--- src/logic/pwm_config.svh ---
// global sizes of the pointwise multiplier, included by every file that needs a width or depth
`ifndef PWM_CONFIG_SVH
`define PWM_CONFIG_SVH

// ========================================
// arithmetic
// ========================================

// modulus q = 2^23 - 2^13 + 1
`define PWM_Q 23'd8380417
`define PWM_COEFF_W 23

// ========================================
// polynomial and memory geometry
// ========================================

// coefficients per polynomial and the index that counts them
`define PWM_N 256
`define PWM_IDX_W 8
// the top address bit picks one of the two banks
`define PWM_ADDR_W 9

// ========================================
// flow control
// ========================================

// input queue depth, also the producer's starting credit count
`define PWM_IN_DEPTH 4
// credits the output side holds toward the consumer after reset
`define PWM_OUT_CREDITS 4

`endif

--- src/logic/pwm_pkg.sv ---
// beat and tag types of the pointwise multiplier, shared by the RTL and the testbench
`include "pwm_config.svh"

package pwm_pkg;

    // one input beat, the two coefficients to be multiplied
    typedef struct packed {
        logic [`PWM_COEFF_W-1:0] a;
        logic [`PWM_COEFF_W-1:0] b;
    } pair_t;

    // a pair on its way into the multiplier, with the bank and slot it will land in
    typedef struct packed {
        logic                  bank;
        logic [`PWM_IDX_W-1:0] idx;
        pair_t                 pair;
    } tagged_t;

    // a reduced product heading for memory port A
    typedef struct packed {
        logic                    bank;
        logic [`PWM_IDX_W-1:0]   idx;
        logic [`PWM_COEFF_W-1:0] coeff;
    } result_t;

    // one output beat toward the consumer
    typedef struct packed {
        logic [`PWM_IDX_W-1:0]   idx;
        logic [`PWM_COEFF_W-1:0] coeff;
    } out_beat_t;

endpackage

--- src/logic/pwm_mod_mul.sv ---
// three-stage modular multiplier for q = 2^23 - 2^13 + 1, carrying the bank and index tag along
`include "pwm_config.svh"

module pwm_mod_mul (
    input  logic             clk,
    input  logic             reset_n,
    input  logic             zeroize,
    input  logic             mul_valid,
    input  pwm_pkg::tagged_t mul_tag,
    output logic             res_valid,
    output pwm_pkg::result_t res,
    output logic             block_done,
    output logic             block_bank
);

    localparam int CW = `PWM_COEFF_W;
    localparam logic [CW-1:0] Q = `PWM_Q;
    localparam logic [`PWM_IDX_W-1:0] LAST_IDX = `PWM_IDX_W'(`PWM_N - 1);

    // stage 1 holds the full product
    logic                  v1;
    logic                  bank1;
    logic [`PWM_IDX_W-1:0] idx1;
    logic [2*CW-1:0]       prod1;
    // stage 2 holds the product after two folds
    logic                  v2;
    logic                  bank2;
    logic [`PWM_IDX_W-1:0] idx2;
    logic [27:0]           fold2;
    // combinational reduction between the registers
    logic [36:0]           fold1_c;
    logic [27:0]           fold2_c;
    logic [23:0]           fold3_c;
    logic [24:0]           sub1_c;
    logic [24:0]           sub2_c;
    logic [CW-1:0]         reduced_c;

    // ========================================
    // folding reduction
    // ========================================

    // 2^23 is congruent to 2^13 - 1, so hi * 2^23 + lo folds to lo + (hi << 13) - hi
    // and the subtraction never underflows because hi << 13 is at least hi
    assign fold1_c = 37'(prod1[CW-1:0]) + (37'(prod1[2*CW-1:CW]) << 13)
                   - 37'(prod1[2*CW-1:CW]);
    // the second fold brings the 37-bit value below 2^28
    assign fold2_c = 28'(fold1_c[CW-1:0]) + (28'(fold1_c[36:CW]) << 13)
                   - 28'(fold1_c[36:CW]);
    // the third fold leaves only five high bits to absorb, ending below 2q
    assign fold3_c = 24'(fold2[CW-1:0]) + (24'(fold2[27:CW]) << 13) - 24'(fold2[27:CW]);

    // a clear top bit means the subtraction did not borrow
    assign sub1_c = {1'b0, fold3_c} - 25'(Q);
    assign sub2_c = {1'b0, fold3_c} - {1'b0, Q, 1'b0};

    always_comb begin
        if (!sub2_c[24]) begin
            reduced_c = sub2_c[CW-1:0];
        end else if (!sub1_c[24]) begin
            reduced_c = sub1_c[CW-1:0];
        end else begin
            reduced_c = fold3_c[CW-1:0];
        end
    end

    // ========================================
    // pipeline registers
    // ========================================

    // only the valids and the block pulse carry a reset, the data follows them
    always_ff @(posedge clk or negedge reset_n) begin
        if (!reset_n) begin
            v1         <= 1'b0;
            v2         <= 1'b0;
            res_valid  <= 1'b0;
            block_done <= 1'b0;
        end else if (zeroize) begin
            v1         <= 1'b0;
            v2         <= 1'b0;
            res_valid  <= 1'b0;
            block_done <= 1'b0;
        end else begin
            v1         <= mul_valid;
            v2         <= v1;
            res_valid  <= v2;
            block_done <= v2 && (idx2 == LAST_IDX);
        end
    end

    always_ff @(posedge clk) begin
        bank1 <= mul_tag.bank;
        idx1  <= mul_tag.idx;
        prod1 <= mul_tag.pair.a * mul_tag.pair.b;
        bank2 <= bank1;
        idx2  <= idx1;
        fold2 <= fold2_c;
        res   <= '{bank: bank2, idx: idx2, coeff: reduced_c};
    end

    // the bank of the closing result is the bank that became full
    assign block_bank = res.bank;

    // the three folds and two subtractions together must land fully reduced
    a_reduced: assert property (@(posedge clk) disable iff (!reset_n || zeroize)
        res_valid |-> (res.coeff < Q));

endmodule

--- config.mk ---
export PLATFORM = sky130hd
export DESIGN_NAME = pwm_mod_mul
export DESIGN_NICKNAME = d
export VERILOG_FILES = /design/src/logic/pwm_pkg.sv /design/src/logic/pwm_mod_mul.sv
export VERILOG_INCLUDE_DIRS = /design/src /design/src/logic
export SDC_FILE = /design/constraint.sdc
export NUM_CORES = 2
export LEC_CHECK = 0
export BUFFER_PORTS_ARGS = -buffer_cell sky130_fd_sc_hd__buf_2
export CAP_MARGIN = 40
export CELL_PAD_IN_SITES_DETAIL_PLACEMENT = 1
export CELL_PAD_IN_SITES_GLOBAL_PLACEMENT = 1
export CORE_MARGIN = 10
export CORE_UTILIZATION = 46
export CTS_BUF_LIST = sky130_fd_sc_hd__clkbuf_4
export DETAILED_ROUTE_END_ITERATION = 12
export PLACE_DENSITY_LB_ADDON = 0.2
export REMOVE_ABC_BUFFERS = 1
export SLEW_MARGIN = 10
export SYNTH_ARGS = -nofsm -noshare
export SYNTH_HDL_FRONTEND = slang
export SYNTH_SLANG_ARGS = --single-unit
--- constraint.sdc ---
create_clock -name clk -period 6.3 [get_ports clk]
set_clock_uncertainty 0.05 [all_clocks]
set_input_delay 1.26 -clock clk [delete_from_list [all_inputs] [get_ports clk]]
set_output_delay 1.26 -clock clk [all_outputs]
set_load 0.03 [all_outputs]
==> impl_metrics.ini <==
[critical_path]
worstReg2RegStart = prod1[24]$_DFF_P_
max_stage_delay_ns = 0.57
end_kind = register
rr_worst_depth = 29
critPathMostFrequentCell = fa_1
criticalPathCategory = in2reg
crit_family = adder cells
crit_fanout = 10
crit_buf_inv = 7
cpMaxStageDelayCell = fa_1
ff2ff_setup_slack_ns = 0.20
start_kind = primary input
critPathArrivalTime_ns = 7.68
reg2reg_to = fold2[24]$_DFF_P_
worst-endpoint-required_ns = 6.76

[timing]
period_share_pct = 114.6
finalMaxSlewViolations = 0
worst_slew_pin_slew_ns = 0.8081
finalCriticalPeriod_ns = 7.217
fmax_mhz = 138.6
slew_headroom_pct = 45.63
rsz0062_at_grt = true
fin_ws_ns = -0.9171
finalSetupViolCount = 27
hold_viol_final = 0
finalSetupTns_ns = -16.80

[synth]
synth_seq_cells = 128
synth_area_mm2 = 0.02609
synth_flop_cell = dfxtp_1
ys_warn_count = 0
syn-instance-count = 2951
ys_types = 90
synth_seq_area_share_pct = 9.899
async_flop_share_pct = 3.125
synth_edf_count = 0
avgSynthCellArea_um2 = 8.840

[die]
ioPinCount = 94
initial_core_util_pct = 46.35
die_y_um = 258.1
die_x_um = 258.1
die_area_mm2 = 0.06664
core_region_area_mm2 = 0.05628
rows = 87

[cells_and_area]
drive_gt1_share_pct = 21.63
regArea_mm2 = 0.002586
final_area_mm2 = 0.03166
fill_cells = 6542
final_common_cell = inv_1
final_cell_mix = 605 x inv_1, 438 x fa_1, 341 x nand2_1
fin_util_pct = 56.25
final_nets = 4134
syn2layout_area_growth_pct = 21.35
multi_input_area_mm2 = 0.02173

[grt]
grt_max_degree = 18
grt-ovfl-total = 0
grt_use_total_pct = 23.92
first_global_vias = 25019
grt_pass1_wl_mm = 128.7
grt_antenna_before_repair = 2

[placement]
gp_congestion = 0.8921
hpwl_mm = 66.61
placed_area_mm2 = 0.02956
portBuffers = 93

[clock_network]
h-tree-depth = 4
cts_tree = done
insertion_delay_ns = 0.58
cts.sink_count = 128
cts_made_buffers = 17
clk_pin_slew_ns = 0.13
clockRootBuffer = clkbuf_4
clk_path_buf_depth = 2

[min_path]
min_path_type = reg2reg
hold_depth = 0
worstHoldStart = idx1[3]$_DFF_P_
whs_endpoint = idx2[3]$_DFF_P_

[route]
dr.pass1.iters = 5
routedWlPerCell_um = 19.59
viasPerCell = 5.254
drc = 0
antenna_left = 0
vias = 21498
drt_iter0_drc = 751
drt-total-wl_mm = 80.14

[run]
maxCapViolCount = 0

[run_status]
violations = negative setup slack
status = finished, violations left
## registers in the layout (all words and copies together) (netlist names)
signal	count
bank2	1
v1	1
idx2	8
fold2	28
block_done	1
idx1	8
prod1	46
block_bank	1
res_valid	1
res	31
v2	1
bank1	1
## metal layers
layer	vias to the layer above	global-route usage [%]	wire length, um
li1	9872	-	-
met1	11061	27.28	31550
met2	427	46.24	43750
met3	138	2.506	2711
met4	0	6.584	2132
met5	-	0	0
## cell type report
type / instances / share of cell area, %
Clock inverter: 15 / 0.5494
Clock buffer: 17 / 0.4031
Tap cell: 756 / 2.988
Antenna cell: 3 / 0.02371
Sequential cell: 128 / 8.170
Timing Repair Buffer: 457 / 11.73
Inverter: 633 / 7.506
Multi-Input combinational cell: 2083 / 68.63
## worst register-to-register path, delay by kind of cell (launching register included)
family	cells	cell delay, ns
simple gates	3	0.47
compound gates	17	3.20
fa+ha+maj	4	1.35
buf+inv	3	0.28
xor+xnor	2	0.34
flops	1	0.34
## cells in the mapped netlist, types with 3 or more instances
library cell	instances	area, um^2
o211ai_1	11	82.58
nand2_1	350	1314
nor3_1	20	100.1
fa_1	452	9049
or2_2	6	37.54
a211oi_1	13	97.59
or3_1	5	31.28
ha_1	303	3791
o311ai_0	3	26.28
xnor2_1	89	779.5
buf_2	4	20.02
o31ai_1	3	22.52
nor2b_1	20	125.1
o31a_1	4	35.03
and3_1	10	62.56
a211o_1	7	61.31
nand2b_1	10	62.56
a31o_2	6	52.55
o21a_1	17	127.6
and2_1	246	1539
xor2_1	46	402.9
o21ai_0	58	290.3
a31oi_1	11	68.82
a21oi_1	105	525.5
a21o_1	64	480.5
dfxtp_1	124	2482
nand4_1	7	43.79
o21bai_1	10	75.07
nand3_1	34	170.2
clkbuf_1	97	364.1
dfrtp_1	4	100.1
o2111ai_1	6	52.55
a21boi_0	7	52.55
nor4_1	9	56.30
inv_1	632	2372
nor2_1	72	270.3
buf_4	4	30.03
nor4b_1	3	26.28
a311o_1	3	30.03
nand3b_1	5	37.54
## worst max-delay path by stage
stage	from	to	cells past startpoint
4_1_cts	mul_tag[29]	prod1[45]$_DFF_P_	27
3_3_place_gp	mul_tag[5]	prod1[45]$_DFF_P_	27
2_1_floorplan	mul_tag[5]	prod1[43]$_DFF_P_	24
3_5_place_dp	mul_tag[28]	prod1[42]$_DFF_P_	26
5_1_grt	mul_tag[4]	prod1[44]$_DFF_P_	27
6_report	mul_tag[31]	prod1[45]$_DFF_P_	27
## logic make-up (layout without fill, tap and decap cells)
group | Yosys count | after routing | share of synthesized area [%]
and+or+nand+nor | 820 | 820 | 15.79
adders and majority gates | 755 | 755 | 49.22
buffers and inverters | 740 | 1122 | 10.78
AOI/OAI and AO/OA | 371 | 371 | 9.698
xor gates and xnor gates | 135 | 135 | 4.532
DFF | 128 | 128 | 9.899
muxes | 2 | 2 | 0.08153
other | 0 | 3 | 0
## through the flow
step	std cells	hold slack (ns)	setup slack, ns
after global placement	4009	0.2617	-1.619
after floorplan	2844	0.2596	-1.213
after global routing	4091	0.2997	-1.105
after CTS	4072	0.2953	-0.9475
final	4092	0.2959	-0.9171
after detailed placement	4009	0.2647	-1.788
## repair_timing
action,CTS,global route
pin swaps,115,103
resized for setup,237,126
buffers inserted,33,20
hold buffers,0,0
endpoints found under the setup margin,36,41
hold endpoints to repair,0,0
Power is left out: the tool's default activity adds up to more than one toggle a clock period on the data nets, which glitch-free logic cannot reach.
