**src/logic/pwm_config.svh**
```systemverilog
// global sizes of the pointwise multiplier, included by every file that needs a width or depth
`ifndef PWM_CONFIG_SVH
`define PWM_CONFIG_SVH

// ========================================
// arithmetic
// ========================================

// modulus q = 2^23 - 2^13 + 1
`define PWM_Q 23'd8380417
`define PWM_COEFF_W 23

// ========================================
// polynomial and memory geometry
// ========================================

// coefficients per polynomial and the index that counts them
`define PWM_N 256
`define PWM_IDX_W 8
// the top address bit picks one of the two banks
`define PWM_ADDR_W 9

// ========================================
// flow control
// ========================================

// input queue depth, also the producer's starting credit count
`define PWM_IN_DEPTH 4
// credits the output side holds toward the consumer after reset
`define PWM_OUT_CREDITS 4

`endif

```
**src/logic/pwm_pkg.sv**
```systemverilog
// beat and tag types of the pointwise multiplier, shared by the RTL and the testbench
`include "pwm_config.svh"

package pwm_pkg;

    // one input beat, the two coefficients to be multiplied
    typedef struct packed {
        logic [`PWM_COEFF_W-1:0] a;
        logic [`PWM_COEFF_W-1:0] b;
    } pair_t;

    // a pair on its way into the multiplier, with the bank and slot it will land in
    typedef struct packed {
        logic                  bank;
        logic [`PWM_IDX_W-1:0] idx;
        pair_t                 pair;
    } tagged_t;

    // a reduced product heading for memory port A
    typedef struct packed {
        logic                    bank;
        logic [`PWM_IDX_W-1:0]   idx;
        logic [`PWM_COEFF_W-1:0] coeff;
    } result_t;

    // one output beat toward the consumer
    typedef struct packed {
        logic [`PWM_IDX_W-1:0]   idx;
        logic [`PWM_COEFF_W-1:0] coeff;
    } out_beat_t;

endpackage

```
**src/logic/pwm_out_port.sv**
```systemverilog
// output side; drains finished banks in index order under consumer credits and frees them
`include "pwm_config.svh"

module pwm_out_port (
    input  logic                    clk,
    input  logic                    reset_n,
    input  logic                    zeroize,
    input  logic                    block_done,
    input  logic                    block_bank,
    output logic                    enb,
    output logic [`PWM_ADDR_W-1:0]  addrb,
    input  logic [`PWM_COEFF_W-1:0] doutb,
    output logic                    out_valid,
    output pwm_pkg::out_beat_t      out_beat,
    input  logic                    out_credit,
    output logic                    bank_release,
    output logic                    rel_bank
);

    localparam int CRED = `PWM_OUT_CREDITS;
    localparam int CRED_W = $clog2(CRED + 1);
    localparam logic [`PWM_IDX_W-1:0] LAST_IDX = `PWM_IDX_W'(`PWM_N - 1);

    logic [1:0]            full;
    logic                  rd_bank;
    logic [`PWM_IDX_W-1:0] rd_idx;
    logic [CRED_W-1:0]     credit_cnt;
    logic                  rd_v1;
    logic [`PWM_IDX_W-1:0] idx1;
    logic                  last_read;

    // one read per cycle while the current bank is full and a credit is left
    assign enb       = full[rd_bank] && (credit_cnt != '0);
    assign addrb     = {rd_bank, rd_idx};
    assign last_read = enb && (rd_idx == LAST_IDX);

    // ========================================
    // bank sequencing and credits
    // ========================================

    always_ff @(posedge clk or negedge reset_n) begin
        if (!reset_n) begin
            full         <= '0;
            rd_bank      <= 1'b0;
            rd_idx       <= '0;
            credit_cnt   <= CRED_W'(CRED);
            bank_release <= 1'b0;
            rel_bank     <= 1'b0;
        end else if (zeroize) begin
            full         <= '0;
            rd_bank      <= 1'b0;
            rd_idx       <= '0;
            credit_cnt   <= CRED_W'(CRED);
            bank_release <= 1'b0;
            rel_bank     <= 1'b0;
        end else begin
            // a credit is spent when the read goes out, not when the beat leaves
            credit_cnt   <= credit_cnt - CRED_W'(enb) + CRED_W'(out_credit);
            bank_release <= last_read;
            rel_bank     <= rd_bank;
            if (enb) begin
                rd_idx <= rd_idx + 1'b1;
            end
            // banks fill alternately, so toggling the read bank keeps completion order
            if (last_read) begin
                full[rd_bank] <= 1'b0;
                rd_bank       <= ~rd_bank;
            end
            if (block_done) begin
                full[block_bank] <= 1'b1;
            end
        end
    end

    // ========================================
    // read stage and output beat
    // ========================================

    always_ff @(posedge clk or negedge reset_n) begin
        if (!reset_n) begin
            rd_v1     <= 1'b0;
            out_valid <= 1'b0;
        end else if (zeroize) begin
            rd_v1     <= 1'b0;
            out_valid <= 1'b0;
        end else begin
            rd_v1     <= enb;
            out_valid <= rd_v1;
        end
    end

    // the index waits one cycle so it meets the memory data
    always_ff @(posedge clk) begin
        idx1     <= rd_idx;
        out_beat <= '{idx: idx1, coeff: doutb};
    end

    // a beat on the wire was paid with a credit that the consumer has not handed back yet
    a_credit_held: assert property (@(posedge clk) disable iff (!reset_n || zeroize)
        out_valid |-> (credit_cnt < CRED_W'(CRED)));

endmodule

```
**config.mk**
```make
export PLATFORM = sky130hd
export DESIGN_NAME = pwm_out_port
export DESIGN_NICKNAME = d
export VERILOG_FILES = /design/src/logic/pwm_pkg.sv /design/src/logic/pwm_out_port.sv
export VERILOG_INCLUDE_DIRS = /design/src /design/src/logic
export SDC_FILE = /design/constraint.sdc
export NUM_CORES = 1
export LEC_CHECK = 0
export BUFFER_PORTS_ARGS = -buffer_cell sky130_fd_sc_hd__buf_2
export CORE_MARGIN = 2
export CORE_UTILIZATION = 49
export CTS_CLUSTER_DIAMETER = 60
export CTS_CLUSTER_SIZE = 24
export DETAILED_ROUTE_END_ITERATION = 16
export PLACE_DENSITY = 0.79
export SLEW_MARGIN = 20
export SYNTH_ARGS = -nofsm -noshare
export SYNTH_HDL_FRONTEND = slang
export SYNTH_SLANG_ARGS = --single-unit
```
**constraint.sdc**
```tcl
create_clock -name clk -period 5.9 [get_ports clk]
set_input_delay 0.59 -clock clk [delete_from_list [all_inputs] [get_ports clk]]
set_output_delay 0.59 -clock clk [all_outputs]
set_load 0.05 [all_outputs]
```
==> impl_metrics.tcl, run 1 <==
set metrics [dict create \
    fin_ws_ns 3.368 \
    cts_buffer_depth 2 \
    hold_class "primary input to asynchronous set/reset pin" \
    grt_pass1_vias 1032 \
    diodes 0 \
    worstPathRequired_ns 5.31 \
    synth_cell_types 30 \
    initial_core_util_pct 50.29 \
    path_buf_inv 2 \
    power_density_mw_per_mm2 380.8 \
    synthMuxAreaShare_pct 1.515 \
    seq_area_frac_synth_pct 74.62 \
    cp_slowest_cell "dfrtp_1" \
    setup_violations 0 \
    cts.sinks 57 \
    tightestPinTransition_ns 0.4048 \
    hold_viol 0 \
    synth-simple-area-share_pct 12.27 \
    switching_power_mw 0.2275 \
    port_buffers 72 \
    drt_wl_total_um 3068 \
    wire_per_inst_um 12.32 \
    p_leak_nw 1.107 \
    gp_congestion 0.7939 \
    die_y_um 62.06 \
    p_int_mw 0.6111 \
    cp_top_family "flip-flops" \
    cts_tree "built" \
    worstPathMaxFanout 8 \
    io_pins 73 \
    rsz0062_at_grt "false" \
    p_comb_share_pct 12.4 \
    groute.usage.overall_pct 17.80 \
    slowest_delay_ns 0.45 \
    maxCapViolations 0 \
    synth_area_mm2 0.001652 \
    dieArea_mm2 0.003851 \
    setup_tns_ns 0 \
    worstSetupStartpointType "flop" \
    status "finished clean" \
    syn_to_final_growth_pct 33.33 \
    post-cts-setup-buffer-count 0 \
    irDropWorstVdd_mv 0.1813 \
    gr-total-overflow 0 \
    vias 1126 \
    r2r_cells 10 \
    clkTransAtPathRegs_ns 0.10 \
    drt_iter0_markers 19 \
    relSlewSlack_pct 72.48 \
    p_clk_share_pct 37.5 \
    sw_frac_of_total_pct 27.13 \
    place_inst 233 \
    num_rows 21 \
    synthCells 119 \
    finalClockSkew_ns 0.005380 \
    insertion_delay_ns 0.38 \
    cp-end-kind "primary output" \
    crit_type "flop to primary output" \
    cp.depth 4 \
    grt_pass1_wl_um 4540 \
    hpwl_um 2229 \
    drv_slew 0 \
    viasPerCell 4.522 \
    power_frac_seq_pct 50.1 \
    core-area_mm2 0.003284 \
    layout_common_cells "buf_2, dfxtp_1, dfrtp_1" \
    synth_top_family_by_area "simple AND/OR/NAND/NOR gates" \
    drc_errors 0 \
    cts_max_level 3 \
    min_period_over_period_pct 42.92 \
    path_cells "mux2i_2, or2_1, inv_1, buf_2" \
    hold_buffers 0 \
    dpl_worst_slack_ns 3.473 \
    yosys_register_bits 57 \
    dieWidth_um 62.06 \
    cts_resized 0 \
    drive_gt1_share_pct 45.32 \
    grt_max_degree 19 \
    synth_fa_ha_area_share_pct 2.727 \
    clock.fmax_mhz 394.9 \
    nets 230 \
    synth-xor-area-share_pct 4.773 \
    first_pass_iters 4 \
    synth_compound_area_share_pct 2.045 \
    synth_area_per_cell_um2 13.88 \
    fin_crit_ns 2.532 \
    synth_warnings 0 \
    final_cell_count_no_fill 249 \
    root_buffer "clkbuf_4" \
    syn_nets 151 \
    antenna_found_initial 0 \
    final_common_cell "buf_2" \
    ant_nets 0 \
    cts_made_buffers 9 \
    post-route-util_pct 67.05 \
    arrival_ns 1.94 \
]
cell type report:
type                    count  area (µm²)
inverters                   2       7.507
clock buffers               9       67.56
fillers                   256        1082
clock inverters             7       91.34
flip-flops and latches     57        1232
repair buffers             72       360.3
well taps                  46       57.56
multi-input cells          56       385.4
worst register-to-register path, cell delays in order (launching register included):
cell	delay, ns
dfrtp_1	0.45
mux2i_2	0.24
or2_1	0.36
nor2_1	0.21
a21o_1	0.12
ha_1	0.14
inv_1	0.05
fa_1	0.37
xor2_1	0.19
xnor2_1	0.16
nand2b_1	0.08
path summary, 6_finish.rpt:
path                           start             to  slack (ns)
max in group asynchronous    reset_n  credit_cnt[2]        5.46
min                          reset_n      rd_idx[1]        0.12
min reg2reg                  idx1[2]   out_beat[25]        0.33
min in group clk           doutb[14]   out_beat[14]        0.30
max                          rd_bank            enb        3.37
max reg2reg                  rd_bank  credit_cnt[2]        3.47
cell families (layout without fill, tap and decap cells):
group	after synthesis	after routing
AO/OA/AOI/OAI	5	5
XOR/XNOR	9	9
adder cells (fa/ha/maj)	3	3
buffers and inverters	6	90
flip-flops	57	57
multiplexers	2	2
AND/OR/NAND/NOR	37	37
metrics by stage:
step	instance area [µm²]	power [mW]	hold slack, ns
floorplan	1652	0.5026	0.2944
global placement	2043	0.5276	0.3108
detailed placement	2043	0.5331	0.3121
CTS	2202	0.8502	0.1022
global route	2202	0.8823	0.1117
finish	2202	0.8385	0.1182
cell usage after synthesis, drive strengths merged:
| library cell | n | area share, % |
|---|---|---|
| nand2b | 1 | 0.38 |
| nand4 | 1 | 0.38 |
| xnor2 | 8 | 4.2 |
| nor4 | 3 | 1.1 |
| xor2 | 1 | 0.53 |
| nor3b | 1 | 0.45 |
| a21o | 1 | 0.45 |
| dfxtp | 39 | 47 |
| dfstp | 1 | 1.6 |
| nor3 | 3 | 1.9 |
| mux2 | 1 | 0.68 |
| buf | 2 | 1.1 |
| inv | 2 | 0.45 |
| dfrtp | 17 | 26 |
| ha | 2 | 1.5 |
| mux2i | 1 | 0.83 |
| clkbuf | 2 | 0.45 |
| nor2b | 4 | 1.5 |
| nand3 | 4 | 1.2 |
| nor2 | 13 | 3.0 |
| a211oi | 1 | 0.45 |
| a21oi | 2 | 0.61 |
| a311oi | 1 | 0.53 |
| or2 | 1 | 0.38 |
| nor4b | 2 | 1.1 |
| fa | 1 | 1.2 |
| nand2 | 4 | 0.91 |
flip-flops by register name, summed over array words and instances (netlist names), 2 cells and up:
register    count
out_beat       31
rd_idx          8
full            2
credit_cnt      3
idx1            8
layer usage:
metal / GRT usage (%) / up-vias / share of wire, %
met1: 18.58 / 510 / 41
met3: 9.317 / 5 / 12
met2: 28.72 / 60 / 45
li1: - / 551 / -
met4: 10.03 / 0 / 1.4
met5: 0 / - / 0
power groups by stage:
stage | clock [mW] | combinational [mW] | sequential (mW)
CTS | 0.324 | 0.106 | 0.420
global placement | 0 | 0.101 | 0.426
detailed placement | 0 | 0.105 | 0.428
floorplan | 0 | 0.0358 | 0.467
global route | 0.345 | 0.115 | 0.423
finish | 0.314 | 0.104 | 0.420
Note: power is estimated with default switching activity, not from simulation.
==> run 2, diff against run 1 <==
Settings changed: ABC_AREA set to 1, CORE_UTILIZATION 49 to 41, PLACE_DENSITY 0.79 to 0.71.
Clock period 5.9 ns to 2.3 ns, I/O delays scaled along.
==> impl_metrics.tcl, run 2 <==
set metrics [dict create \
    rsz0062_at_grt "false" \
    fin_crit_ns 2.092 \
    cp-end-kind "flop" \
    crit_type "flop to flop" \
    gr-total-overflow 0 \
    place_inst 264 \
    slowest_delay_ns 0.54 \
    status "finished clean" \
    die_y_um 67.76 \
    port_buffers 72 \
    syn_to_final_growth_pct 45.05 \
    synth.area.top_cells "dfxtp_1, dfrtp_1, nand2_1" \
    diodes 0 \
    largestRegisters "out_beat x31, idx1 x8, rd_idx x8" \
    setup_tns_ns 0 \
    synth_cell_types 25 \
    initial_core_util_pct 42.27 \
    drt_wl_total_um 3537 \
    ys.flop_type "dfxtp_1" \
    cts_max_level 3 \
    worstPathRequired_ns 2.56 \
    post-route-util_pct 61.31 \
    dieArea_mm2 0.004591 \
    irDropWorstVdd_mv 0.4497 \
    final_area_mm2 0.002417 \
    cts_tree "built" \
    worstSetupEndpoint "credit_cnt[2]" \
    synth.top_cells.by_count "dfxtp_1, nand2_1, dfrtp_1, nor2_1, inv_1" \
    final_cell_count_no_fill 294 \
    grt_pass1_vias 1246 \
    nets 272 \
    synthCells 144 \
    grt_pass1_wl_um 5175 \
    first_pass_iters 4 \
    timing.rr.end "credit_cnt[2]" \
    largest_register_ffs 31 \
    drv_slew 0 \
    synth_area_mm2 0.001667 \
    yosys_register_bits 57 \
    r2r_cells 10 \
    hpwl_um 2339 \
    path_cells "nor2_1, nand2_1, nand2_4, nor2_1, o21bai_1, ha_1, inv_1, fa_1, or2_2, nand3_1" \
    arrival_ns 2.35 \
    cp-startpoint "credit_cnt[2]" \
    crit_path_frequent_cell "nor2_1" \
    io_pins 73 \
    placed_cell_area_mm2 0.002077 \
    hold_class "primary input to flop" \
    fin_hold_ws_ns 0.008566 \
    fin_ws_ns 0.2077 \
    dieWidth_um 67.76 \
    core-area_mm2 0.003943 \
    wire_per_inst_um 12.03 \
    cts_resized 0 \
    setup_violations 0 \
    syn_nets 176 \
    tightestPinTransition_ns 0.4087 \
    synth_top_area_share_pct 46.85 \
    yosysMostFrequentCell "dfxtp_1" \
    cts_buffer_depth 2 \
    seq_area_frac_synth_pct 73.95 \
    relSlewSlack_pct 72.75 \
    drt_iter0_markers 42 \
    report.power.total_mw 2.243 \
    num_rows 23 \
    cp_slowest_cell "dfstp_2" \
    worstPathMaxFanout 7 \
    clkTransAtPathRegs_ns 0.06 \
    dpl_worst_slack_ns 0.2131 \
    r2r_start "credit_cnt[2]" \
    gp_congestion 0.7779 \
    grt_max_degree 19 \
    fill_cells 304 \
    insertion_delay_ns 0.32 \
    cts_made_buffers 9 \
    top_register "out_beat" \
    hold_viol 0 \
    antenna_found_initial 0 \
    layout_common_cells "buf_2, dfxtp_1, nand2_1" \
    viasPerCell 4.439 \
    synth_area_per_cell_um2 11.57 \
    min_period_over_period_pct 90.97 \
    power_density_mw_per_mm2 927.9 \
    maxCapViolations 0 \
    drive_gt1_share_pct 38.93 \
    vias 1305 \
    root_buffer "clkbuf_8" \
    clock.fmax_mhz 477.9 \
    finalClockSkew_ns 0.009244 \
    async_reset_ff_share_pct 31.58 \
    final_common_cell "buf_2" \
    reg2reg_slack_ns 0.21 \
    synth_warnings 0 \
    synth-edff-count 0 \
    cts.sinks 57 \
    groute.usage.overall_pct 15.89 \
    worstSetupStartpointType "flop" \
    synth_area_leader_cell "dfxtp_1" \
    drc_errors 0 \
    p_leak_nw 1.257 \
    ant_nets 0 \
]
-- run 2: cell count changes after synthesis, moves of 2 or more --
cell      previous run  this run
nor4b_1              2         0
a21oi_1              2         5
inv_2                0         2
nor4_1               3         0
clkbuf_1             2         0
nand4_1              1         3
nand3_1              4         6
xnor2_1              8         0
nand2_1              4        22
nor2_1              13        16
inv_1                2        14
nor2b_1              4         0
o21ai_0              0         4
-- run 2: repair_timing --
| action | in CTS | in global routing |
|---|---|---|
| buffers inserted | 0 | 0 |
| hold endpoints to repair | 29 | 2 |
| hold buffers | 13 | 2 |
-- run 2: area by class of cell --
class | instances | area (µm²) | area share, %
flip-flops and latches | 57 | 1232 | 50.98
repair buffers | 87 | 510.5 | 21.12
multi-input cells | 68 | 355.3 | 14.70
clock buffers | 13 | 180.2 | 7.453
inverters | 17 | 66.31 | 2.743
well taps | 50 | 62.56 | 2.588
clock inverters | 2 | 10.01 | 0.4141
-- run 2: worst min-delay path by stage --
stage / from / end / slack, ns / cells past startpoint
2_1_floorplan: reset_n / bank_release / -0.07 / 0
3_3_place_gp: reset_n / full[0] / 0.18 / 1
3_5_place_dp: reset_n / rd_bank / 0.19 / 1
4_1_cts: doutb[2] / out_beat[2] / 0.0002 / 1
5_1_grt: doutb[5] / out_beat[5] / 0.005 / 1
6_report: doutb[5] / out_beat[5] / 0.009 / 1
-- run 2: power breakdown --
group / leakage [nW] / total [mW] / internal [mW] / switching, mW
clock network: 0.100 / 0.866 / 0.506 / 0.360
logic: 0.590 / 0.302 / 0.0984 / 0.204
registers: 0.567 / 1.08 / 1.05 / 0.0250
-- run 2: cell families after synthesis --
kind of cell	Yosys count	synth area share, %
AO/OA/AOI/OAI	13	4.580
buffers and inverters	19	4.730
XOR/XNOR	1	0.5256
adder cells (fa/ha/maj)	3	2.703
AND/OR/NAND/NOR	51	13.51
flip-flops	57	73.95
-- run 2: worst max-delay path, delay by kind of cell (launching register included) --
kind	cells	cell delay (ns)
fa+ha+maj	2	0.54
buf+inv	1	0.05
flops	1	0.54
compound gates	1	0.14
simple gates	6	0.77
-- run 2: per-layer routing --
metal  track usage (%)  vias up  part of all wire (%)
li1                  -      644                     -
met1             16.54      591                    41
met2             26.84       64                    46
met3             6.000        6                    12
met4             9.949        0                   1.5
met5                 0        -                     0
==> run 3, diff against run 2 <==
Settings changed: CORE_MARGIN 2 to 5.
==> impl_metrics.tcl, run 3 (synthesized netlist as in run 2, its figures left out) <==
set metrics [dict create \
    worstPathMaxFanout 7 \
    drt_iter0_markers 21 \
    syn_to_final_growth_pct 47.97 \
    r2r_start "credit_cnt[2]" \
    io_pins 73 \
    irDropWorstVdd_mv 0.4562 \
    final_area_mm2 0.002466 \
    placed_cell_area_mm2 0.002077 \
    maxCapViolations 0 \
    slowest_delay_ns 0.54 \
    crit_type "flop to flop" \
    drt_wl_total_um 3859 \
    cts_max_level 3 \
    dieWidth_um 73.76 \
    cts_made_buffers 9 \
    setup_tns_ns 0 \
    insertion_delay_ns 0.32 \
    top_register "out_beat" \
    cts_resized 0 \
    vias 1309 \
    report.power.total_mw 2.275 \
    p_comb_share_pct 13.6 \
    path_cells "nor2_1, nand2_1, nand2_4, nor2_1, o21bai_1, ha_1, inv_1, fa_1, or2_2, nand3_1" \
    p_int_mw 1.670 \
    cp-startpoint "credit_cnt[2]" \
    first_pass_iters 4 \
    grt_pass1_vias 1308 \
    num_rows 23 \
    crit_path_frequent_cell "nor2_1" \
    cp-end-kind "flop" \
    cp_slowest_cell "dfstp_2" \
    hold_depth 1 \
    p_leak_nw 1.280 \
    fin_crit_ns 2.084 \
    post-cts-setup-buffer-count 0 \
    die_y_um 73.76 \
    initial_core_util_pct 41.97 \
    place_inst 264 \
    tightestPinTransition_ns 0.4058 \
    hold_class "primary input to flop" \
    finalClockSkew_ns 0.003238 \
    worstPathRequired_ns 2.56 \
    wire_per_inst_um 12.91 \
    largestRegisters "out_beat x31, idx1 x8, rd_idx x8" \
    core-area_mm2 0.003971 \
    nets 276 \
    port_buffers 72 \
    drive_gt1_share_pct 38.55 \
    hold_viol 0 \
    min_from "doutb[9]" \
    clock.fmax_mhz 479.9 \
    cts_buffer_depth 2 \
    final_cell_count_no_fill 299 \
    ant_nets 0 \
    clkTransAtPathRegs_ns 0.06 \
    switching_power_mw 0.6049 \
    grt_pass1_wl_um 6058 \
    power_frac_seq_pct 47.3 \
    gp_congestion 0.7726 \
    rsz0062_at_grt "false" \
    reg2reg_slack_ns 0.22 \
    dieArea_mm2 0.005440 \
    min_period_over_period_pct 90.60 \
    viasPerCell 4.378 \
    p_clk_share_pct 39.1 \
    hold_end "out_beat[9]" \
    drc_errors 0 \
    final_common_cell "buf_2" \
    timing.rr.end "credit_cnt[2]" \
    worstSetupStartpointType "flop" \
    sw_frac_of_total_pct 26.59 \
    r2r_cells 10 \
    hpwl_um 2556 \
    drv_slew 0 \
    path_buf_inv 1 \
    setup_violations 0 \
    cp_top_family "simple AND/OR/NAND/NOR gates" \
    cts_tree "built" \
    status "finished clean" \
    relSlewSlack_pct 72.95 \
    post-route-util_pct 62.10 \
    diodes 0 \
    power_density_mw_per_mm2 922.4 \
    root_buffer "clkbuf_8" \
    cts.sinks 57 \
    grt_max_degree 19 \
    groute.usage.overall_pct 15.09 \
    arrival_ns 2.34 \
    antenna_found_initial 0 \
    gr-total-overflow 0 \
    largest_register_ffs 31 \
    layout_common_cells "buf_2, dfxtp_1, nand2_1" \
]
[run 3: cell count changes in the layout (fill, tap and decap cells not counted), sizes merged]
cell / before / now
clkinv: 2 / 3
inv: 17 / 18
clkbuf: 13 / 12
dlygate4sd3: 15 / 19
[run 3: repair_timing]
item	4_1_cts	5_1_grt
endpoints found under the hold margin	35	0
setup endpoints to repair	0	0
hold buffers	19	0
[run 3: layout make-up]
cell class                 instances  area, µm²
inverter                          17      66.31
clock buffer                      12      177.7
clock inverter                     4      21.27
tap                               50      62.56
sequential                        57       1232
timing repair buffer              91      550.5
multi-input combinational         68      355.3
fill                             324       1505
[run 3: worst max-delay path by stage]
stage	endpoint	cells past startpoint
5_1_grt	credit_cnt[2]	10
3_3_place_gp	credit_cnt[2]	10
2_1_floorplan	credit_cnt[2]	10
3_5_place_dp	credit_cnt[2]	10
4_1_cts	credit_cnt[2]	10
6_report	credit_cnt[2]	10
[run 3: worst reg2reg max path, cell delays in order, from the launching register on]
cell      delay (ns)
dfstp_2         0.54
nor2_1          0.04
nand2_1         0.10
nand2_4         0.10
nor2_1          0.17
o21bai_1        0.14
ha_1            0.16
inv_1           0.05
fa_1            0.36
or2_2           0.30
nand3_1         0.07
[run 3: metal layers]
metal	up-vias	GRT usage [%]	share of wire [%]
met5	-	0	0
met2	70	21.46	41
met4	0	9.256	2.1
met1	580	18.86	41
met3	8	6.293	15
li1	651	-	-
[run 3: metrics by stage]
step	worst slack (ns)	hold WS, ns
final	0.2161	0.01430
after global routing	0.1066	0.001083
after CTS	0.1946	0.0003189
after detailed placement	0.2108	0.1873
after global placement	0.2778	0.1804
after floorplan	0.3283	-0.06559
[run 3: power groups by stage]
stage	registers [mW]	clock network, mW	logic (mW)
2_1_floorplan	1.20	0	0.102
3_3_place_gp	1.09	0	0.275
3_5_place_dp	1.10	0	0.283
4_1_cts	1.08	0.911	0.311
5_1_grt	1.08	0.960	0.334
6_report	1.08	0.890	0.309
