==> src/logic/pwm_config.svh <==
// global sizes of the pointwise multiplier, included by every file that needs a width or depth
`ifndef PWM_CONFIG_SVH
`define PWM_CONFIG_SVH

// ========================================
// arithmetic
// ========================================

// modulus q = 2^23 - 2^13 + 1
`define PWM_Q 23'd8380417
`define PWM_COEFF_W 23

// ========================================
// polynomial and memory geometry
// ========================================

// coefficients per polynomial and the index that counts them
`define PWM_N 256
`define PWM_IDX_W 8
// the top address bit picks one of the two banks
`define PWM_ADDR_W 9

// ========================================
// flow control
// ========================================

// input queue depth, also the producer's starting credit count
`define PWM_IN_DEPTH 4
// credits the output side holds toward the consumer after reset
`define PWM_OUT_CREDITS 4

`endif

==> src/logic/pwm_pkg.sv <==
// beat and tag types of the pointwise multiplier, shared by the RTL and the testbench
`include "pwm_config.svh"

package pwm_pkg;

    // one input beat, the two coefficients to be multiplied
    typedef struct packed {
        logic [`PWM_COEFF_W-1:0] a;
        logic [`PWM_COEFF_W-1:0] b;
    } pair_t;

    // a pair on its way into the multiplier, with the bank and slot it will land in
    typedef struct packed {
        logic                  bank;
        logic [`PWM_IDX_W-1:0] idx;
        pair_t                 pair;
    } tagged_t;

    // a reduced product heading for memory port A
    typedef struct packed {
        logic                    bank;
        logic [`PWM_IDX_W-1:0]   idx;
        logic [`PWM_COEFF_W-1:0] coeff;
    } result_t;

    // one output beat toward the consumer
    typedef struct packed {
        logic [`PWM_IDX_W-1:0]   idx;
        logic [`PWM_COEFF_W-1:0] coeff;
    } out_beat_t;

endpackage

==> src/logic/pwm_in_port.sv <==
// input side; queues credit-flowed coefficient pairs and releases them, tagged, into a free bank
`include "pwm_config.svh"

module pwm_in_port (
    input  logic             clk,
    input  logic             reset_n,
    input  logic             zeroize,
    input  logic             in_valid,
    input  pwm_pkg::pair_t   in_beat,
    output logic             in_credit,
    output logic             mul_valid,
    output pwm_pkg::tagged_t mul_tag,
    input  logic             bank_release,
    input  logic             rel_bank
);

    localparam int DEPTH = `PWM_IN_DEPTH;
    localparam int PTR_W = $clog2(DEPTH);
    localparam int CNT_W = $clog2(DEPTH + 1);
    localparam logic [`PWM_IDX_W-1:0] LAST_IDX = `PWM_IDX_W'(`PWM_N - 1);

    pwm_pkg::pair_t        queue [DEPTH];
    logic [PTR_W-1:0]      wr_ptr;
    logic [PTR_W-1:0]      rd_ptr;
    logic [CNT_W-1:0]      count;
    logic [`PWM_IDX_W-1:0] idx;
    logic                  wr_bank;
    logic [1:0]            busy;
    logic                  release_head;

    // the head leaves only when the bank it would fill has been drained
    assign release_head = (count != '0) && !busy[wr_bank];

    // ========================================
    // queue storage and pointers
    // ========================================

    // entries are only read behind the count, so the storage needs no clear
    always_ff @(posedge clk) begin
        if (in_valid) begin
            queue[wr_ptr] <= in_beat;
        end
    end

    always_ff @(posedge clk or negedge reset_n) begin
        if (!reset_n) begin
            wr_ptr <= '0;
            rd_ptr <= '0;
            count  <= '0;
        end else if (zeroize) begin
            wr_ptr <= '0;
            rd_ptr <= '0;
            count  <= '0;
        end else begin
            if (in_valid) begin
                wr_ptr <= (wr_ptr == PTR_W'(DEPTH - 1)) ? '0 : wr_ptr + 1'b1;
            end
            if (release_head) begin
                rd_ptr <= (rd_ptr == PTR_W'(DEPTH - 1)) ? '0 : rd_ptr + 1'b1;
            end
            count <= count + CNT_W'(in_valid) - CNT_W'(release_head);
        end
    end

    // ========================================
    // tagging and bank ownership
    // ========================================

    always_ff @(posedge clk or negedge reset_n) begin
        if (!reset_n) begin
            idx       <= '0;
            wr_bank   <= 1'b0;
            busy      <= '0;
            mul_valid <= 1'b0;
            in_credit <= 1'b0;
        end else if (zeroize) begin
            idx       <= '0;
            wr_bank   <= 1'b0;
            busy      <= '0;
            mul_valid <= 1'b0;
            in_credit <= 1'b0;
        end else begin
            // each released entry frees one slot, which goes back as one credit
            mul_valid <= release_head;
            in_credit <= release_head;
            // the drained bank is never the one being filled, so the two updates never collide
            if (bank_release) begin
                busy[rel_bank] <= 1'b0;
            end
            if (release_head) begin
                idx <= idx + 1'b1;
                // the last coefficient closes the block and the next one goes to the other bank
                if (idx == LAST_IDX) begin
                    busy[wr_bank] <= 1'b1;
                    wr_bank       <= ~wr_bank;
                end
            end
        end
    end

    always_ff @(posedge clk) begin
        if (release_head) begin
            mul_tag <= '{bank: wr_bank, idx: idx, pair: queue[rd_ptr]};
        end
    end

    // a producer that honours its credits can never find the queue full
    a_no_overrun: assert property (@(posedge clk) disable iff (!reset_n || zeroize)
        in_valid |-> (count < CNT_W'(DEPTH)));

endmodule

==> config.mk <==
export PLATFORM = sky130hd
export DESIGN_NAME = pwm_in_port
export DESIGN_NICKNAME = d
export VERILOG_FILES = /design/src/logic/pwm_pkg.sv /design/src/logic/pwm_in_port.sv
export VERILOG_INCLUDE_DIRS = /design/src /design/src/logic
export SDC_FILE = /design/constraint.sdc
export NUM_CORES = 1
export LEC_CHECK = 0
export ABC_AREA = 1
export BUFFER_PORTS_ARGS = -buffer_cell sky130_fd_sc_hd__buf_2
export CAP_MARGIN = 5
export CORE_MARGIN = 3
export CORE_UTILIZATION = 58
export DETAILED_ROUTE_END_ITERATION = 10
export HOLD_SLACK_MARGIN = 0.03
export MAX_ROUTING_LAYER = met4
export PLACE_DENSITY = 0.79
export SYNTH_ARGS = -nofsm -noshare
export SYNTH_HDL_FRONTEND = slang
export SYNTH_SLANG_ARGS = --single-unit
==> constraint.sdc <==
create_clock -name clk -period 2.42 [get_ports clk]
set_input_delay 0.242 -clock clk [delete_from_list [all_inputs] [get_ports clk]]
set_output_delay 0.242 -clock clk [all_outputs]
set_load 0.01 [all_outputs]
==> results of run 1 <==
-- cell usage after synthesis (all sizes together) --
cell type	instances	area [um2]
fa	1	20.0
a21oi	6	30.0
clkbuf	19	71.3
nand4	4	25.0
inv	30	113
o22ai	47	294
and3	1	6.26
ha	6	75.1
nor3	4	25.0
xor2	1	8.76
dfrtp	19	475
xnor2	2	17.5
edfxtp	239	7180
nand2	34	138
o21ai	96	480
nor2	105	404
clkinv	1	3.75
buf	14	125
nand3	6	35.0
o21bai	2	15.0
o31ai	1	7.51
-- how the worst min path moves through the flow --
stage	endpoint	slack [ps]	depth (start not counted)
5_1_grt	count[1]	70	2
4_1_cts	busy[1]	50	2
6_report	count[0]	70	2
3_5_place_dp	idx[7]	210	1
2_1_floorplan	busy[0]	-50	0
3_3_place_gp	idx[6]	200	1
-- logic make-up after synthesis --
logic type                 after synthesis  synth area share
AOI/OAI and AO/OA                      152            0.0866
adders and majority gates                7           0.00996
xor gates and xnor gates                 3           0.00275
and+or+nand+nor                        154            0.0663
DFF                                    258             0.802
buffers and inverters                   64            0.0328
-- flip-flops by register name, indices dropped and copies added, names as in the netlist --
name       flops
wr_ptr         2
mul_valid      1
count          3
queue        184
mul_tag       55
rd_ptr         2
wr_bank        1
busy           2
idx            8
-- worst register-to-register path: cells and delay by family (launching register included) --
family	cells	cell delay, ps
AOI/OAI and AO/OA	1	160
buffers and inverters	2	150
DFF	1	410
adders and majority gates	2	540
and+or+nand+nor	6	780
-- layout by cell type (no fill, tap or decap), types with 2 or more instances in the layout --
cell type / synthesis / routed
nor2_1: 103 / 103
ha_1: 6 / 6
clkbuf_1: 19 / 9
dfrtp_1: 19 / 17
a21oi_1: 6 / 6
buf_4: 2 / 6
o21ai_0: 81 / 81
nand4_1: 4 / 4
inv_1: 24 / 20
bufinv_16: 0 / 2
buf_12: 0 / 5
nand2_1: 32 / 32
dfrtp_2: 0 / 2
xnor2_1: 2 / 2
o21ai_1: 15 / 15
nand3_1: 5 / 5
dlygate4sd3_1: 0 / 49
clkbuf_16: 0 / 25
clkinv_2: 0 / 6
buf_2: 4 / 108
inv_2: 6 / 9
clkinv_1: 1 / 5
o21bai_1: 2 / 2
nor3_1: 3 / 3
o22ai_1: 47 / 47
edfxtp_1: 239 / 239
-- per-stage QoR --
step	instances	hold slack [ps]	total power, mW	cell area, um2	util
after floorplan	638	-53.6	8.15	9550	-
after global placement	940	201	9.16	10300	0.644
after detailed placement	940	208	9.33	10300	0.644
after CTS	1035	47.6	13.0	11600	0.723
after global routing	1035	66.4	13.6	11600	0.723
final	1035	73.8	13.0	11600	0.723
-- report_power, final --
group	total (mW)	leakage [nW]	internal [mW]	switching, mW
Clock	3.69	0.377	2.12	1.57
Combinational	3.16	1.37	1.03	2.13
Sequential	6.15	2.49	5.89	0.266
Total	13.0	4.24	9.04	3.96
-- per-layer routing --
metal  global-route usage  vias to the layer above  wire length [um]
li1                     -                     2669                 -
met1                0.281                     2898              7840
met2                0.377                      242             10000
met3               0.0368                       50              1180
met4               0.0747                        0               536
met5                    -                        -                 0
-- layout make-up --
cell class / count / area (um2) / share of cell area
Sequential cell: 258 / 7650 / 0.662
Multi-Input combinational cell: 316 / 1580 / 0.137
Timing Repair Buffer: 168 / 1180 / 0.102
Clock buffer: 34 / 659 / 0.0570
Tap cell: 216 / 270 / 0.0234
Inverter: 31 / 118 / 0.0102
Clock inverter: 12 / 109 / 0.00941
==> reports/summary.txt, run 1 <==
Status -> completed
Starting density of the core -> 0.597
Crit. End Element -> flop
Reg2reg end -> count[2]
Worst EP arrival -> 2550 ps
Layout Skew -> 11.6 ps
HP Start -> zeroize
Worst path required time -> 2850 ps
Later-pin clock latency in the skew report -> 520 ps
Routed WL per cell -> 18.9 um
Rows -> 46
Layout cells sized above 1 -> 0.208
Initial DRT Pass Iterations -> 5
Cts repair resizes -> 0
# fillers -> 1024
Final slew viol count -> 0
Root buffer cell -> clkbuf_16
CP cell instances -> inv_1 > nand2_1 > nand2_2 > nand2_4 > nor2_1 > o21bai_1 > ha_1 > inv_1 > fa_1 > and3_1 > nor3_1
Post-synthesis cell area -> 0.00955 mm2
Critical Path Start -> wr_bank
Worst Hold Class -> input port to flop
Cell family with most CP delay -> simple AND/OR/NAND/NOR gates
CTS buffer count -> 25
Worst path depth -> 11
Global route total overflow -> 0
Initial antenna violation count -> 0
Die area -> 0.0180 mm2
VDD IR max -> 0.00100 V
Final hold violation count -> 0
Worst-Margin Slew -> 910 ps
FF-to-FF Start -> wr_bank
Worst Path Buf+Inv -> 2
Setup crit start kind -> flop
Area grow syn2layout -> 21.2%
Minimum clock period -> 2110 ps
Nets@finish -> 859
Largest net degree at the start of global routing -> 94
Clock-pin slew on the worst setup and hold paths -> 60 ps
Seq/Total Area, Yosys -> 0.802
TritonCTS clock tree -> yes
PortBufs -> 108
FF-to-FF path depth -> 11
Yosys cell types -> 31
Fmax -> 473 MHz
Worst slack, placed -> 326 ps
End of the critical path -> count[2]
Final worst path period share -> 0.873
Slew margin rel. -> 0.393
Die width -> 134 um
Worst path slowest cell -> dfrtp_1
Setup TNS -> 0 ps
Drt via density -> 5.66
Core Area -> 0.0160 mm2
Slowest cell delay on critical path -> 410 ps
Crit path kind -> flop to flop
Max-cap violations -> 0
Cells after synthesis -> 638
First-pass GRT wire length -> 30700 um
Syn_area_per_cell -> 15.0 um2
Synth warnings -> 0
Final Setup Violations -> 0
Chip Height -> 134 um
Vias in the first global route -> 5919
Post-CTS setup buffer count -> 0
FF-to-FF setup slack -> 310 ps
Dpl hpwl -> 10700 um
Post-CTS Hold Buffers -> 49
Diode count -> 0
ANT nets after route -> 0
Vias -> 5859
CTS max path bufs -> 3
Synth Register Bits -> 258
Setup WS post-layout -> 306 ps
Leak -> 4.24 nW
Critical path fanouts, max -> 9
P per Cell Area -> 1120 mW/mm2
Sink Count -> 258
DR iter-0 viols -> 530
Routability cong. -> 0.804
Unrepaired setup endpoints after global routing -> false
Top Ports -> 109
Cell repeated most along the worst path -> inv_1
DR DRC count -> 0
H-tree depth -> 1
Global-route usage over all layers -> 0.224
Synth Net Count -> 697
Final WL -> 19600 um
Power figures use the tool's default switching activity.
==> inputs of run 2 (changes only) <==
BUFFER_PORTS_ARGS = default   (was -buffer_cell sky130_fd_sc_hd__buf_2)
CORE_UTILIZATION = 60   (was 58)
DONT_BUFFER_PORTS = 1   (was default)
PLACE_DENSITY = 0.76   (was 0.79)
SETUP_SLACK_MARGIN = 0.15   (was default)
clock period = 2.4 ns   (was 2.42 ns; I/O delays follow)
==> run 2 against run 1 <==
Compared with the run above:
- die area down 3.2%
- clock-buffer cell count decreased by 1
- non-clock buffer count shrank 101
- critical path type unchanged
- critical endpoint unchanged
==> reports/summary.txt, run 2 (same netlist as run 1, synthesis figures left out) <==
Status -> completed
CTS buffer count -> 26 (+4.0%)
Max reg flops -> 184 (unchanged)
Final slew viol count -> 0 (unchanged)
Crit. End Element -> flop
Worst-Margin Slew -> 935 ps (+24.7 ps)
Final hold violation count -> 0 (unchanged)
Post-CTS setup buffer count -> 0 (unchanged)
Max-cap violations -> 0 (unchanged)
P per Cell Area -> 1160 mW/mm2 (+3.0%)
H-tree depth -> 1 (unchanged)
Biggest register -> queue
Worst path required time -> 2830 ps (-20 ps)
Drt via density -> 5.77 (+1.9%)
Setup TNS -> 0 ps (unchanged)
Multi-input logic area -> 0.00158 mm2 (+0.16%)
Unrepaired setup endpoints after global routing -> false
Vias in the first global route -> 5574 (-5.8%)
Final WL -> 18700 um (-4.4%)
Layout Skew -> 9.78 ps (-1.87 ps)
Hold Crit Depth -> 3 (+1)
Vias -> 5363 (-8.5%)
Later-pin clock latency in the skew report -> 510 ps (about the same)
Minimum clock period -> 2030 ps (-78.9 ps)
CTS max path bufs -> 3 (unchanged)
Setup crit start kind -> flop
Initial DRT Pass Iterations -> 4 (-1)
Hold path endpoint -> queue[2][44]
Global-route usage over all layers -> 0.221 (-0.00332)
Final Setup Violations -> 0 (unchanged)
Nets@finish -> 759 (-12%)
Most frequent cells in the layout -> edfxtp_1, nor2_1, o21ai_0
Routed WL per cell -> 20.1 um (+6.4%)
Crit path kind -> flop to flop
Starting density of the core -> 0.621 (+0.0244)
Core Area -> 0.0154 mm2 (-3.9%)
PortBufs -> 0 (-100%)
Initial antenna violation count -> 0 (unchanged)
Reg area -> 0.00765 mm2 (unchanged)
Area grow syn2layout -> 16.6%
Die width -> 132 um (-1.6%)
Critical path fanouts, max -> 9 (unchanged)
Top flop regs -> queue: 184 flops, mul_tag: 55 flops, idx: 8 flops
DR DRC count -> 0 (unchanged)
Dpl hpwl -> 10200 um (-5.1%)
Worst EP arrival -> 2460 ps (-90 ps)
Slew margin rel. -> 0.377 (-0.0165)
Total power -> 12.9 mW (-0.87%)
Clock-pin slew on the worst setup and hold paths -> 60 ps (about the same)
FF-to-FF Start -> wr_bank
Fin util -> 0.724 (+0.00128)
Diode count -> 0 (unchanged)
FF-to-FF path depth -> 11 (unchanged)
First-pass GRT wire length -> 29600 um (-3.5%)
Die area -> 0.0175 mm2 (-3.2%)
Fmax -> 491 MHz (+3.9%)
TritonCTS clock tree -> yes
Largest net degree at the start of global routing -> 94 (unchanged)
ANT nets after route -> 0 (unchanged)
Sink Count -> 258 (unchanged)
Most common cell after layout, fill and taps aside -> edfxtp_1
VDD IR max -> 0.000707 V (-30%)
Layout cells sized above 1 -> 0.0946 (-0.113)
Routability cong. -> 0.776 (-3.6%)
DR iter-0 viols -> 440 (-17%)
Chip Height -> 132 um (-1.6%)
Top Ports -> 109 (unchanged)
Reg2reg end -> count[2]
FF-to-FF setup slack -> 370 ps (+60 ps)
# fillers -> 963 (-6.0%)
HP Start -> in_valid
Rows -> 45 (-2.2%)
Root buffer cell -> clkbuf_16
Final worst path period share -> 0.848 (-0.0256)
Leak -> 3.87 nW (-8.8%)
Worst Hold Class -> input port to flop
Global route total overflow -> 0 (unchanged)
## run 2: routing by layer
| layer | routed length (um) | vias up | global-route usage |
|---|---|---|---|
| met1 | 7520 | 2663 | 0.279 |
| li1 | - | 2469 | - |
| met5 | 0 | - | - |
| met3 | 1250 | 37 | 0.0416 |
| met4 | 414 | 0 | 0.0811 |
| met2 | 9530 | 194 | 0.362 |
## run 2: how the worst max path moves through the flow
| stage | from | cells past startpoint | end |
|---|---|---|---|
| 2_1_floorplan | wr_ptr[0] | 4 | queue[2][0] |
| 3_3_place_gp | wr_bank | 11 | count[2] |
| 3_5_place_dp | wr_bank | 11 | count[2] |
| 4_1_cts | wr_bank | 11 | count[2] |
| 5_1_grt | wr_bank | 11 | count[2] |
| 6_report | wr_bank | 11 | count[2] |
## run 2: repair_timing
action | 4_1_cts | 5_1_grt
hold buffers | 52 | 0
endpoints found under the hold margin | 221 | 0
setup endpoints to repair | 0 | 1
resized for setup | 0 | 1
## run 2: power by group
| part | internal (mW) | switching [mW] |
|---|---|---|
| clock network | 2.37 | 1.57 |
| logic | 0.707 | 1.71 |
| registers | 5.97 | 0.568 |
## run 2: cell type report
| class | count | share of cell area |
|---|---|---|
| well taps | 211 | 0.0237 |
| multi-input cells | 316 | 0.142 |
| clock buffers | 33 | 0.0627 |
| flip-flops and latches | 258 | 0.688 |
| clock inverters | 14 | 0.0130 |
| repair buffers | 67 | 0.0602 |
| inverters | 31 | 0.0105 |
## run 2: worst max-delay path, stage by stage, from the launching register on
cell and delay, ps:
dfrtp_1 420, inv_1 100, nand2_1 70, nand2_2 90, nand2_4 110, nor2_2 140
o21bai_1 140, ha_1 170, inv_1 50, fa_1 370, and3_1 170, nor3_1 120
## run 2: per-stage QoR
stage	hold slack [ps]	area, um2	setup slack [ps]	instances
2_1_floorplan	-55.6	9550	431	638
5_1_grt	251	11100	166	930
4_1_cts	242	11100	313	930
6_report	252	11100	365	930
3_3_place_gp	-54.8	9770	460	831
3_5_place_dp	-54.7	9770	323	831
==> inputs of run 3 (changes only) <==
CORE_UTILIZATION = 56   (was 60)
PLACE_DENSITY = 0.74   (was 0.76)
clock period = 1.8 ns   (was 2.4 ns; I/O delays follow)
==> run 3 against run 2 <==
Compared with the run above:
- the run now ends with hold timing, setup timing left
- clock skew is 3.2 ps lower
- sequential power increased by 35%
- first-iteration DRC count increased by 4.5%
- sequential share of layout area down 1.0 points
- largest power group unchanged
==> reports/summary.txt, run 3 (same netlist as run 1, synthesis figures left out) <==
Status -> finished, violations left
Violated checks -> hold timing, setup timing
Vias in the first global route -> 5620 (+0.83%)
First-pass GRT wire length -> 29900 um (+1.1%)
Final hold violation count -> 13 (+13)
Worst path slowest cell -> dfrtp_1
Global route total overflow -> 0 (unchanged)
Worst EP arrival -> 2240 ps (-220 ps)
Largest net degree at the start of global routing -> 59 (-37%)
Worst-Margin Slew -> 944 ps (+9.39 ps)
FF-to-FF Start -> wr_bank
Max reg flops -> 184 (unchanged)
Drt via density -> 5.84 (+1.3%)
Top flop regs -> queue: 184 flops, mul_tag: 55 flops, idx: 8 flops
Top Ports -> 109 (unchanged)
Worst path required time -> 2230 ps (-600 ps)
Final WL -> 19600 um (+4.6%)
Cell family with most CP delay -> simple AND/OR/NAND/NOR gates
Gr busiest metal -> met2
Unrepaired setup endpoints after global routing -> true
Crit. End Element -> flop
Worst Path Buf+Inv -> 2 (unchanged)
Crit path kind -> flop to flop
Leak -> 3.89 nW (+0.43%)
Core Area -> 0.0166 mm2 (+8.3%)
GR Layer Usage met2 -> 0.366 (+0.00352)
Biggest register -> queue
Final slew viol count -> 0 (unchanged)
Nets@finish -> 770 (+1.4%)
ANT nets after route -> 0 (unchanged)
Slew margin rel. -> 0.369 (-0.00834)
Dpl hpwl -> 10800 um (+6.5%)
Worst Hold Class -> input port to flop
DR iter-0 viols -> 460 (+4.5%)
Slowest cell delay on critical path -> 400 ps (-20 ps)
Clock-pin slew on the worst setup and hold paths -> 60 ps (about the same)
PortBufs -> 0 (unchanged)
TritonCTS clock tree -> yes
Vias -> 5542 (+3.3%)
P per Cell Area -> 1510 mW/mm2 (+31%)
Layout Skew -> 6.62 ps (-3.16 ps)
CTS max path bufs -> 3 (unchanged)
DR DRC count -> 0 (unchanged)
Critical Path Start -> wr_bank
CTS buffer count -> 25 (-3.8%)
M3 GR Usage -> 0.0412 (-0.000427)
Initial antenna violation count -> 1 (+1)
H-tree depth -> 1 (unchanged)
Critical path fanouts, max -> 3 (-6)
Setup WS post-layout -> -18.4 ps (-384 ps)
Later-pin clock latency in the skew report -> 500 ps (about the same)
Post-CTS Hold Buffers -> 48 (-7.7%)
Die area -> 0.0187 mm2 (+6.8%)
HP Start -> zeroize
Root buffer cell -> clkbuf_16
CP cell instances -> inv_2 > nand2_2 > nand2_4 > nand2_4 > nor2_4 > o21bai_4 > ha_4 > inv_2 > fa_2 > and3_4 > nor3_2
Initial DRT Pass Iterations -> 4 (unchanged)
Sink Count -> 258 (unchanged)
Setup crit start kind -> flop
Final worst path period share -> 1.01 (+0.162)
Layout cells sized above 1 -> 0.133 (+0.0387)
Area grow syn2layout -> 18.4%
Global-route usage over all layers -> 0.216 (-0.00515)
Routability cong. -> 0.834 (+7.5%)
Most common cell after layout, fill and taps aside -> edfxtp_1
Starting density of the core -> 0.574 (-0.0474)
Final Setup Violations -> 2 (+2)
Max-cap violations -> 0 (unchanged)
Minimum clock period -> 1820 ps (-216 ps)
VDD IR max -> 0.000916 V (+30%)
Met1 usage -> 0.264 (-0.0151)
Fmax -> 550 MHz (+12%)
Chip Height -> 137 um (+3.3%)
# fillers -> 1083 (+12%)
Total power -> 17.1 mW (+33%)
Worst hold margin -> -265 ps (-517 ps)
Die width -> 137 um (+3.3%)
Most frequent cells in the layout -> edfxtp_1, nor2_1, o21ai_0
Rows -> 47 (+4.4%)
Routed WL per cell -> 20.6 um (+2.5%)
==> run 3: cell type report <==
type | count | area [um2] | share of cell area
clock inverters | 4 | 42.5 | 0.00376
multi-input cells | 316 | 1660 | 0.147
flip-flops and latches | 258 | 7660 | 0.677
clock buffers | 40 | 712 | 0.0630
repair buffers | 79 | 821 | 0.0726
well taps | 220 | 275 | 0.0243
inverters | 31 | 134 | 0.0118
diodes | 1 | 2.50 | 0.000221
==> run 3: worst reg2reg max path, delay by kind of cell (launching register included) <==
kind,cells,cell delay (ps)
compound gates,1,150
flops,1,400
fa+ha+maj,2,480
simple gates,6,590
buf+inv,2,130
==> run 3: metrics by stage <==
step / TNS [ps] / utilization / std cells / setup WS [ps] / instance area [um2]
6_report: -28.7 / 0.679 / 949 / -18.4 / 11300
5_1_grt: -165 / 0.679 / 949 / -95.9 / 11300
4_1_cts: -77.7 / 0.674 / 942 / -57.2 / 11200
3_5_place_dp: -159 / 0.598 / 847 / -99.0 / 9950
3_3_place_gp: 0 / 0.598 / 847 / 24.6 / 9950
2_1_floorplan: 0 / - / 638 / 13.4 / 9600
==> run 3: routing by layer <==
metal,share of wire,vias to the layer above,wire length [um]
met4,0.017,0,334
met3,0.073,32,1430
li1,-,2493,-
met5,0,-,0
met1,0.38,2757,7370
met2,0.53,260,10400
==> run 3: path summary, 6_finish.rpt <==
path,slack [ps],depth (start not counted),endpoint
min reg2reg,490,0,mul_tag[52]
min in group asynchronous,270,1,idx[7]
max reg2reg,-20,11,count[2]
max,-20,11,count[2]
min,-270,1,count[2]
max in group asynchronous,840,1,rd_ptr[0]
==> run 3: where the power goes <==
group	internal, mW	total (mW)	switching (mW)
logic	1.16	3.50	2.34
registers	7.95	8.79	0.832
clock network	2.83	4.81	1.98
total	11.9	17.1	5.15
==> run 3: timing repair <==
action                                 CTS  global route
setup buffers                            3             6
setup endpoints to repair                2            38
endpoints found under the hold margin  222            13
pin swaps                                2             2
gates cloned                             0             0
gates resized for setup                  3             7
